### src/hw/soc_pkg.sv
// shared bus, register-index and pin-field definitions for the SoC control block
// only the misc region (top address nibble 2) is decoded, everything else is a bus error
// register indexes are word offsets taken from address bits 6:2
`default_nettype none

package soc_pkg;

	// bus words
	typedef logic [31:0] addr_t;
	typedef logic [31:0] data_t;
	typedef logic [3:0]  strb_t;

	// misc register index, address bits 6:2
	typedef logic [4:0] reg_idx_t;

	// pin fields
	typedef logic [15:0] led_t;
	typedef logic [7:0]  btn_t;
	typedef logic [29:0] genio_t;
	typedef logic [7:0]  pmod_t;

	localparam logic [3:0] REGION_MISC = 4'h2;

	localparam reg_idx_t REG_LED       = 5'd0;
	localparam reg_idx_t REG_BTN       = 5'd1;
	localparam reg_idx_t REG_SOC_VER   = 5'd2;
	localparam reg_idx_t REG_FLASH_SEL = 5'd13;
	localparam reg_idx_t REG_GENIO_IN  = 5'd17;
	localparam reg_idx_t REG_GENIO_OUT = 5'd18;
	localparam reg_idx_t REG_GENIO_OE  = 5'd19;
	localparam reg_idx_t REG_GENIO_W2S = 5'd20;
	localparam reg_idx_t REG_GENIO_W2C = 5'd21;
	localparam reg_idx_t REG_GPEXT_IN  = 5'd22;
	localparam reg_idx_t REG_GPEXT_OUT = 5'd23;
	localparam reg_idx_t REG_GPEXT_OE  = 5'd24;
	localparam reg_idx_t REG_GPEXT_W2S = 5'd25;
	localparam reg_idx_t REG_GPEXT_W2C = 5'd26;

	// pmod field position inside the GPEXT words
	localparam int PMOD_LSB = 16;

	// read word returned for an undecoded address
	localparam data_t BUS_ERR_DATA = 32'hDEADBEEF;

	// upper 24 bits of a flash-select write that asks for a reload
	localparam logic [23:0] FLASH_MAGIC = 24'hD0F1A5;

	// flash-select sequencer start count
	localparam logic [2:0] FSEL_LOAD = 3'd7;

endpackage

`default_nettype wire

### src/hw/bus_decode.sv
// address decode for the control block
// the master must hold address and strobes stable while mem_valid is high
// any access with mem_wstrb[0] set counts as a write, partial strobes are not honoured
`timescale 1ns/1ps
`default_nettype none

module bus_decode (
	input  wire logic             mem_valid,
	input  soc_pkg::addr_t        mem_addr,
	input  soc_pkg::strb_t        mem_wstrb,
	output logic                  misc_sel,
	output logic                  reg_wr,
	output soc_pkg::reg_idx_t     reg_idx,
	output logic                  bus_err
);

	import soc_pkg::*;

	logic region_hit;
	logic is_write;

	// only the misc region exists in this slice of the SoC
	assign region_hit = (mem_addr[31:28] == REGION_MISC);

	assign is_write = mem_wstrb[0];

	// word index inside the misc region
	assign reg_idx = mem_addr[6:2];

	assign misc_sel = mem_valid && region_hit;

	// every other region answers with an error
	assign bus_err = mem_valid && !region_hit;

	assign reg_wr = misc_sel && is_write;

endmodule

`default_nettype wire

### src/hw/fsel_sequencer.sv
// clocks the flash-select flip-flop and optionally pulls PROGRAMN
// with the write as cycle 0, fsel_c is high in cycles 3 to 5 and PROGRAMN falls in cycle 8
// once low, PROGRAMN only returns high through rst
`timescale 1ns/1ps
`default_nettype none

module fsel_sequencer (
	input  wire logic clk48m,
	input  wire logic rst,
	input  wire logic fsel_go,
	input  wire logic reload_req,
	output logic      fsel_c,
	output logic      programn
);

	import soc_pkg::*;

	logic [$bits(FSEL_LOAD)-1:0] fsel_delay;
	logic                        reload_pend;
	logic                        fpga_reload;

	// clock pulse sits in the middle of the count so fsel_d has settled
	assign fsel_c = (fsel_delay == 3'd5) || (fsel_delay == 3'd4) || (fsel_delay == 3'd3);

	assign programn = ~fpga_reload;

	always_ff @(posedge clk48m) begin
		if (rst) begin
			fsel_delay  <= '0;
			reload_pend <= 1'b0;
			fpga_reload <= 1'b0;
		end else if (fsel_go) begin
			// a new write restarts the sequence
			fsel_delay  <= FSEL_LOAD;
			reload_pend <= reload_req;
		end else if (fsel_delay != '0) begin
			fsel_delay <= fsel_delay - 1'b1;
			if (fsel_delay == 3'd1 && reload_pend) begin
				fpga_reload <= 1'b1;
			end
		end
	end

endmodule

`default_nettype wire

### src/hw/gpio_bank.sv
// one GPIO bank: output and output-enable registers plus write-to-set and write-to-clear
// the strobes are expected to be mutually exclusive, out takes priority if not
// pin inputs are not registered here, they are read straight from the pads
`timescale 1ns/1ps
`default_nettype none

module gpio_bank #(
	parameter type payload_t = logic [7:0]
) (
	input  wire logic clk48m,
	input  wire logic rst,
	input  wire logic wr_out,
	input  wire logic wr_oe,
	input  wire logic wr_set,
	input  wire logic wr_clr,
	input  payload_t  wdata,
	output payload_t  pin_out,
	output payload_t  pin_oe
);

	// output value register
	always_ff @(posedge clk48m) begin
		if (rst) begin
			pin_out <= '0;
		end else if (wr_out) begin
			pin_out <= wdata;
		end else if (wr_set) begin
			pin_out <= pin_out | wdata;
		end else if (wr_clr) begin
			// ones in wdata clear the matching pins
			pin_out <= pin_out & ~wdata;
		end
	end

	// direction register, 1 drives the pin
	always_ff @(posedge clk48m) begin
		if (rst) begin
			pin_oe <= '0;
		end else if (wr_oe) begin
			pin_oe <= wdata;
		end
	end

endmodule

`default_nettype wire

### src/hw/misc_regs.sv
// write side of the misc registers
// writes land on the clock edge that ends the access and are visible one cycle later
// fsel_go and reload_req are combinational and only valid during the write cycle
`timescale 1ns/1ps
`default_nettype none

module misc_regs (
	input  wire logic          clk48m,
	input  wire logic          rst,
	input  wire logic          reg_wr,
	input  soc_pkg::reg_idx_t  reg_idx,
	input  soc_pkg::data_t     wdata,
	output soc_pkg::led_t      led,
	output logic               trace_en,
	output logic               fsel_d,
	output logic               fsel_go,
	output logic               reload_req,
	output soc_pkg::genio_t    genio_out,
	output soc_pkg::genio_t    genio_oe,
	output soc_pkg::pmod_t     pmod_out,
	output soc_pkg::pmod_t     pmod_oe
);

	import soc_pkg::*;

	genio_t genio_wdata;
	pmod_t  pmod_wdata;

	assign genio_wdata = wdata[$bits(genio_t)-1:0];
	// pmod lives in its own byte of the GPEXT word
	assign pmod_wdata = wdata[PMOD_LSB +: $bits(pmod_t)];

	assign fsel_go = reg_wr && (reg_idx == REG_FLASH_SEL);
	// D0F1A5xx in a flash-select write requests a reconfiguration
	assign reload_req = fsel_go && (wdata[31:8] == FLASH_MAGIC);

	always_ff @(posedge clk48m) begin
		if (rst) begin
			led      <= '0;
			trace_en <= 1'b0;
			fsel_d   <= 1'b0;
		end else if (reg_wr) begin
			case (reg_idx)
				REG_LED:       led <= wdata[$bits(led_t)-1:0];
				// version is read-only, its write slot holds trace enable
				REG_SOC_VER:   trace_en <= wdata[0];
				REG_FLASH_SEL: fsel_d <= wdata[0];
				default: ;
			endcase
		end
	end

	gpio_bank #(
		.payload_t(genio_t)
	) genio_bank (
		.clk48m  (clk48m),
		.rst     (rst),
		.wr_out  (reg_wr && (reg_idx == REG_GENIO_OUT)),
		.wr_oe   (reg_wr && (reg_idx == REG_GENIO_OE)),
		.wr_set  (reg_wr && (reg_idx == REG_GENIO_W2S)),
		.wr_clr  (reg_wr && (reg_idx == REG_GENIO_W2C)),
		.wdata   (genio_wdata),
		.pin_out (genio_out),
		.pin_oe  (genio_oe)
	);

	gpio_bank #(
		.payload_t(pmod_t)
	) pmod_bank (
		.clk48m  (clk48m),
		.rst     (rst),
		.wr_out  (reg_wr && (reg_idx == REG_GPEXT_OUT)),
		.wr_oe   (reg_wr && (reg_idx == REG_GPEXT_OE)),
		.wr_set  (reg_wr && (reg_idx == REG_GPEXT_W2S)),
		.wr_clr  (reg_wr && (reg_idx == REG_GPEXT_W2C)),
		.wdata   (pmod_wdata),
		.pin_out (pmod_out),
		.pin_oe  (pmod_oe)
	);

endmodule

`default_nettype wire

### src/hw/read_mux.sv
// read data, ready and bus-error interrupt for every access
// every access completes in the cycle it is presented, no wait states
// unmapped indexes inside the misc region read zero
`timescale 1ns/1ps
`default_nettype none

module read_mux #(
	parameter soc_pkg::data_t SOC_VERSION = '0
) (
	input  wire logic          misc_sel,
	input  wire logic          bus_err,
	input  soc_pkg::reg_idx_t  reg_idx,
	input  soc_pkg::btn_t      btn,
	input  soc_pkg::led_t      led,
	input  wire logic          fsel_d,
	input  soc_pkg::genio_t    genio_in,
	input  soc_pkg::genio_t    genio_out,
	input  soc_pkg::genio_t    genio_oe,
	input  soc_pkg::pmod_t     pmod_in,
	input  soc_pkg::pmod_t     pmod_out,
	input  soc_pkg::pmod_t     pmod_oe,
	output soc_pkg::data_t     mem_rdata,
	output logic               mem_ready,
	output logic               bus_err_irq
);

	import soc_pkg::*;

	localparam int GW = $bits(genio_t);
	localparam int PW = $bits(pmod_t);

	always_comb begin
		mem_rdata = '0;
		if (bus_err) begin
			mem_rdata = BUS_ERR_DATA;
		end else if (misc_sel) begin
			case (reg_idx)
				REG_LED:       mem_rdata[$bits(led_t)-1:0] = led;
				// buttons are active low on the board
				REG_BTN:       mem_rdata[$bits(btn_t)-1:0] = ~btn;
				REG_SOC_VER:   mem_rdata = SOC_VERSION;
				REG_FLASH_SEL: mem_rdata[0] = fsel_d;
				REG_GENIO_IN:  mem_rdata[GW-1:0] = genio_in;
				REG_GENIO_OUT: mem_rdata[GW-1:0] = genio_out;
				REG_GENIO_OE:  mem_rdata[GW-1:0] = genio_oe;
				REG_GPEXT_IN:  mem_rdata[PMOD_LSB +: PW] = pmod_in;
				REG_GPEXT_OUT: mem_rdata[PMOD_LSB +: PW] = pmod_out;
				REG_GPEXT_OE:  mem_rdata[PMOD_LSB +: PW] = pmod_oe;
				default: ;
			endcase
		end
	end

	assign mem_ready = misc_sel || bus_err;

	// irq 3 of the CPU, high for the length of the bad access only
	assign bus_err_irq = bus_err;

endmodule

`default_nettype wire

### src/hw/soc_io.sv
// memory-mapped control block of the SoC: misc registers, GPIO and flash-select sequencing
// single bus slave with zero wait states; ready follows valid in the same cycle
// rst is synchronous and active high, PROGRAMN stays low after a reload until rst
`timescale 1ns/1ps
`default_nettype none

module soc_io #(
	parameter soc_pkg::data_t SOC_VERSION = '0
) (
	input  wire logic        clk48m,
	input  wire logic        rst,
	input  wire logic        mem_valid,
	input  soc_pkg::addr_t   mem_addr,
	input  soc_pkg::data_t   mem_wdata,
	input  soc_pkg::strb_t   mem_wstrb,
	input  soc_pkg::btn_t    btn,
	input  soc_pkg::genio_t  genio_in,
	input  soc_pkg::pmod_t   pmod_in,
	output soc_pkg::data_t   mem_rdata,
	output logic             mem_ready,
	output logic             bus_err_irq,
	output soc_pkg::led_t    led,
	output logic             trace_en,
	output logic             fsel_d,
	output logic             fsel_c,
	output logic             programn,
	output soc_pkg::genio_t  genio_out,
	output soc_pkg::genio_t  genio_oe,
	output soc_pkg::pmod_t   pmod_out,
	output soc_pkg::pmod_t   pmod_oe
);

	import soc_pkg::*;

	logic     misc_sel;
	logic     reg_wr;
	reg_idx_t reg_idx;
	logic     bus_err;
	logic     fsel_go;
	logic     reload_req;

	bus_decode u_decode (
		.mem_valid (mem_valid),
		.mem_addr  (mem_addr),
		.mem_wstrb (mem_wstrb),
		.misc_sel  (misc_sel),
		.reg_wr    (reg_wr),
		.reg_idx   (reg_idx),
		.bus_err   (bus_err)
	);

	misc_regs u_regs (
		.clk48m     (clk48m),
		.rst        (rst),
		.reg_wr     (reg_wr),
		.reg_idx    (reg_idx),
		.wdata      (mem_wdata),
		.led        (led),
		.trace_en   (trace_en),
		.fsel_d     (fsel_d),
		.fsel_go    (fsel_go),
		.reload_req (reload_req),
		.genio_out  (genio_out),
		.genio_oe   (genio_oe),
		.pmod_out   (pmod_out),
		.pmod_oe    (pmod_oe)
	);

	fsel_sequencer u_fsel (
		.clk48m     (clk48m),
		.rst        (rst),
		.fsel_go    (fsel_go),
		.reload_req (reload_req),
		.fsel_c     (fsel_c),
		.programn   (programn)
	);

	read_mux #(
		.SOC_VERSION(SOC_VERSION)
	) u_result (
		.misc_sel    (misc_sel),
		.bus_err     (bus_err),
		.reg_idx     (reg_idx),
		.btn         (btn),
		.led         (led),
		.fsel_d      (fsel_d),
		.genio_in    (genio_in),
		.genio_out   (genio_out),
		.genio_oe    (genio_oe),
		.pmod_in     (pmod_in),
		.pmod_out    (pmod_out),
		.pmod_oe     (pmod_oe),
		.mem_rdata   (mem_rdata),
		.mem_ready   (mem_ready),
		.bus_err_irq (bus_err_irq)
	);

endmodule

`default_nettype wire

### config.mk
export PLATFORM = sky130hd
export DESIGN_NAME = soc_io
export DESIGN_NICKNAME = d
export VERILOG_FILES = /design/src/hw/soc_pkg.sv /design/src/hw/bus_decode.sv /design/src/hw/fsel_sequencer.sv /design/src/hw/gpio_bank.sv /design/src/hw/misc_regs.sv /design/src/hw/read_mux.sv /design/src/hw/soc_io.sv
export SDC_FILE = /design/constraint.sdc
export NUM_CORES = 1
export LEC_CHECK = 0
export BUFFER_PORTS_ARGS = -buffer_cell sky130_fd_sc_hd__buf_4
export CORE_AREA = 4 4 139 88
export CTS_CLUSTER_SIZE = 40
export DETAILED_ROUTE_END_ITERATION = 10
export DIE_AREA = 0 0 143 92
export PLACE_DENSITY = 0.91
export SETUP_SLACK_MARGIN = 0.2
export SYNTH_ARGS = -nofsm -noshare
export SYNTH_HDL_FRONTEND = slang
export SYNTH_HIERARCHICAL = 1
export SYNTH_SLANG_ARGS = --single-unit
### constraint.sdc
create_clock -name clk48m -period 5.2 [get_ports clk48m]
set_clock_uncertainty 0.2 [all_clocks]
set_input_delay 1.3 -clock clk48m [delete_from_list [all_inputs] [get_ports clk48m]]
set_output_delay 1.3 -clock clk48m [all_outputs]
set_load 0.05 [all_outputs]
==> metrics.md <==
| Metric | Value |
|---|---|
| Status | `finished, final reports clean` |
| Layout cells sized above 1 | `between 30% and 40%` |
| PwrDens | `around 240 nW/µm²` |
| Commonest cells after routing, fill and taps aside | `232 x buf_4, 99 x dfxtp_1, 89 x nor2_1` |
| Critical path class | `primary input to output pin` |
| CTS tree | `built` |
| Sequential share of the synthesized area | `between 30% and 40%` |
| CP max stage cell | `nor2_1` |
| R2R cell count | `4` |
| Met3 Resource Use GR | `8.442%` |
| Ant diodes | `0` |
| Vias after detailed routing | `5764` |
| Root Buffer Master | `clkbuf_16` |
| Psw | `~0.5 mW` |
| Global Route met2 Usage | `a little over two fifths` |
| Hold_buf cts | `0` |
| Detailed Route WL | `19960 µm` |
| Mapped Area | `~5600 µm²` |
| Max Root-Sink Buffers | `2` |
| CTS buffer count | `9` |
| Type of origin of the critical path | `primary input` |
| GR peak layer | `met2` |
| Final Cycle Share | `~90%` |
| Leakage | `slightly below 3 nW` |
| Worst-margin pin slew | `1181 ps` |
| Critical path origin | `mem_addr[3]` |
| Dominant synthesized flop cell | `dfxtp_1` |
| HPWL Detailed | `between 10000 and 15000 µm` |
| Chip Height | `a little over 90 µm` |
| Hold Crit Endpoint | `u_regs/trace_en` |
| Most common cell after layout, fill and taps aside | `buf_4` |
| Post-synth EDFFs | `0` |
| Wire length per cell | `20.88 µm` |
| Port Buf Inserts | `between 200 and 250` |
| #FFs+latches synth | `just under 100` |
| Max Cap Viol | `0` |
| Combinational Power Share | `around a fifth` |
| Routability Congestion | `0.8710` |
| CP Data Arrival Time | `3160 ps` |
| Worst setup EP type | `output pin` |
| Via density | `roughly 6.0` |
| Min-delay src | `u_regs/trace_en` |
| Peak VDD IR | `between 0.15 and 0.2 mV` |
| First-pass GRT wire length | `between 20000 and 30000 µm` |
| Setup_tns | `0 ps` |
| Post-CTS Setup Inserts | `0` |
| Cell Chain, Critical Path | `buf_4, nand2_1, nor2_1, a32oi_1, a21oi_1, buf_4` |
| Pin count of the biggest net entering global routing | `88` |
| Min-Delay Path Class | `flip-flop to flip-flop` |
| Top Ports | `roughly 250` |
| P_int | `1.277 mW` |
| Top cell by count, worst path | `buf_4` |
| Post-synth ARST share | `0%` |
| Distinct cells, synth | `60` |
| Final hold vios | `0` |
| Worst-path clk slew | `approximately 70 ps` |
| Resized cells post-CTS | `0` |
| Synth warn | `6` |
| Initial antenna violation count | `0` |
| Die Area | `roughly 13000 µm²` |
| Placeable core region | `between 10000 and 15000 µm²` |
| WHS | `about 290 ps` |
| DR DRC count | `0` |
| H-tree levels | `3` |
| RSZ-0062 raised after global routing | `no` |
| M1 GR Usage | `approximately 42%` |
| Largest delay share family, worst path | `simple AND/OR/NAND/NOR gates` |
| Largest stage delay on the critical path | `about 570 ps` |
| Initial Util | `50.84%` |
| Crit path max fanout | `25` |
| Clock power frac | `37.4%` |
| Worst flop-to-flop path endpoint | `u_fsel/fpga_reload` |
| Cells after synthesis | `slightly above 600` |
| Worst path bufs/invs | `2` |
| Final setup vio count | `0` |
| Total grt overflow | `0` |
| Post-route ant nets | `0` |
| R2r startpoint | `u_fsel/fsel_delay[0]` |
| FP Rows | `30` |
| Number of global-route vias before repair | `between 5000 and 6000` |
| Final #Nets | `just over 900` |
| Mapped Nets | `740` |
| DRT iter0 DRCs | `roughly 540` |
| Critical path required time | `3700 ps` |
| Fmax | `~0.21 GHz` |
| Crit path time final | `between 4000 and 5000 ps` |
| Sw Share | `28.43%` |
| Area grow syn2layout | `33.92%` |
| Slew HR | `a little over a fifth` |
| Clock insertion delay at the later pin of the skew report | `approximately 340 ps` |
| Sequential share of power | `43.9%` |
| All-Layer GR Usage | `~29%` |
| 1st-pass router iterations | `5` |
| Hold path cells | `2` |
| Count of pins over their slew limit | `0` |
| R2R Setup Slk | `~3600 ps` |
| Chip Width | `roughly 140 µm` |
| CTS sink cnt | `between 90 and 100` |
| Synth Area per Inst | `9.033 µm²` |
-- final cells by class --
class	instances	area (µm²)
fillers	913	3510
multi-input cells	456	3238
flip-flops and latches	99	1982
repair buffers	233	1762
clock buffers	9	225.2
well taps	144	180.2
clock inverters	6	67.56
inverters	9	33.78
-- cells by family after synthesis --
family,count (synthesis),share of synthesized area (%)
xor gates and xnor gates,1,0.1567
AOI/OAI and AO/OA,127,17.54
buffers and inverters,64,7.004
adders and majority gates,4,0.8951
and+or+nand+nor,243,23.34
muxes,81,15.62
DFF,99,35.44
-- metal layers --
| layer | vias to the layer above | share of wire, % |
|---|---|---|
| met3 | 18 | 13 |
| met5 | - | 0 |
| met4 | 0 | 0.81 |
| met1 | 2762 | 42 |
| met2 | 351 | 44 |
| li1 | 2633 | - |
-- how the worst max path moves through the flow --
stage,end,cells past startpoint,slack (ps)
2_1_floorplan,mem_rdata[4],6,260
3_3_place_gp,mem_rdata[24],7,580
3_5_place_dp,mem_rdata[14],7,570
4_1_cts,mem_rdata[24],7,570
5_1_grt,mem_rdata[19],6,450
6_report,mem_rdata[19],6,540
-- Yosys cell counts (5+ instances only) --
library cell   n  area [µm²]
nand4_1        5       31.28
nand2b_1      46       287.8
a21o_1         7       52.55
buf_6          9       101.4
inv_1          8       30.03
mux2_2        10       112.6
nand2_1       54       202.7
clkbuf_1      15       56.30
buf_2         15       75.07
a32oi_1       41       359.1
a21oi_1       14       70.07
nor2_1        90       337.8
o21ai_0        8       40.04
a221oi_1      15       131.4
a22oi_1       19       142.6
mux2i_1       67       670.6
buf_4         14       105.1
dfxtp_1       99        1982
-- power by group through the flow --
stage | registers [mW] | logic (mW) | clock network [mW]
after floorplan | 0.797 | 0.205 | 0
after global placement | 0.799 | 0.327 | 0
after detailed placement | 0.800 | 0.331 | 0
after CTS | 0.782 | 0.332 | 0.678
after global routing | 0.784 | 0.359 | 0.710
final | 0.783 | 0.334 | 0.668
-- per-stage QoR --
stage               util, %  cell area (µm²)  setup slack, ps  instances  total power, mW
floorplan                 -             5592            262.9        619            1.002
global placement      65.43             7196            583.1        941            1.127
detailed placement    65.43             7196            573.6        941            1.130
CTS                   68.09             7488            567.5        956            1.792
global route          68.09             7488            450.7        956            1.853
finish                68.09             7488            539.9        956            1.785
-- worst reg2reg max path, delay by kind of cell (launching register included) --
family	cells	cell delay, ps
and+or+nand+nor	1	520
adders and majority gates	1	250
AOI/OAI and AO/OA	1	100
buffers and inverters	1	90
DFF	1	410
(Power assumes the default switching activity.)
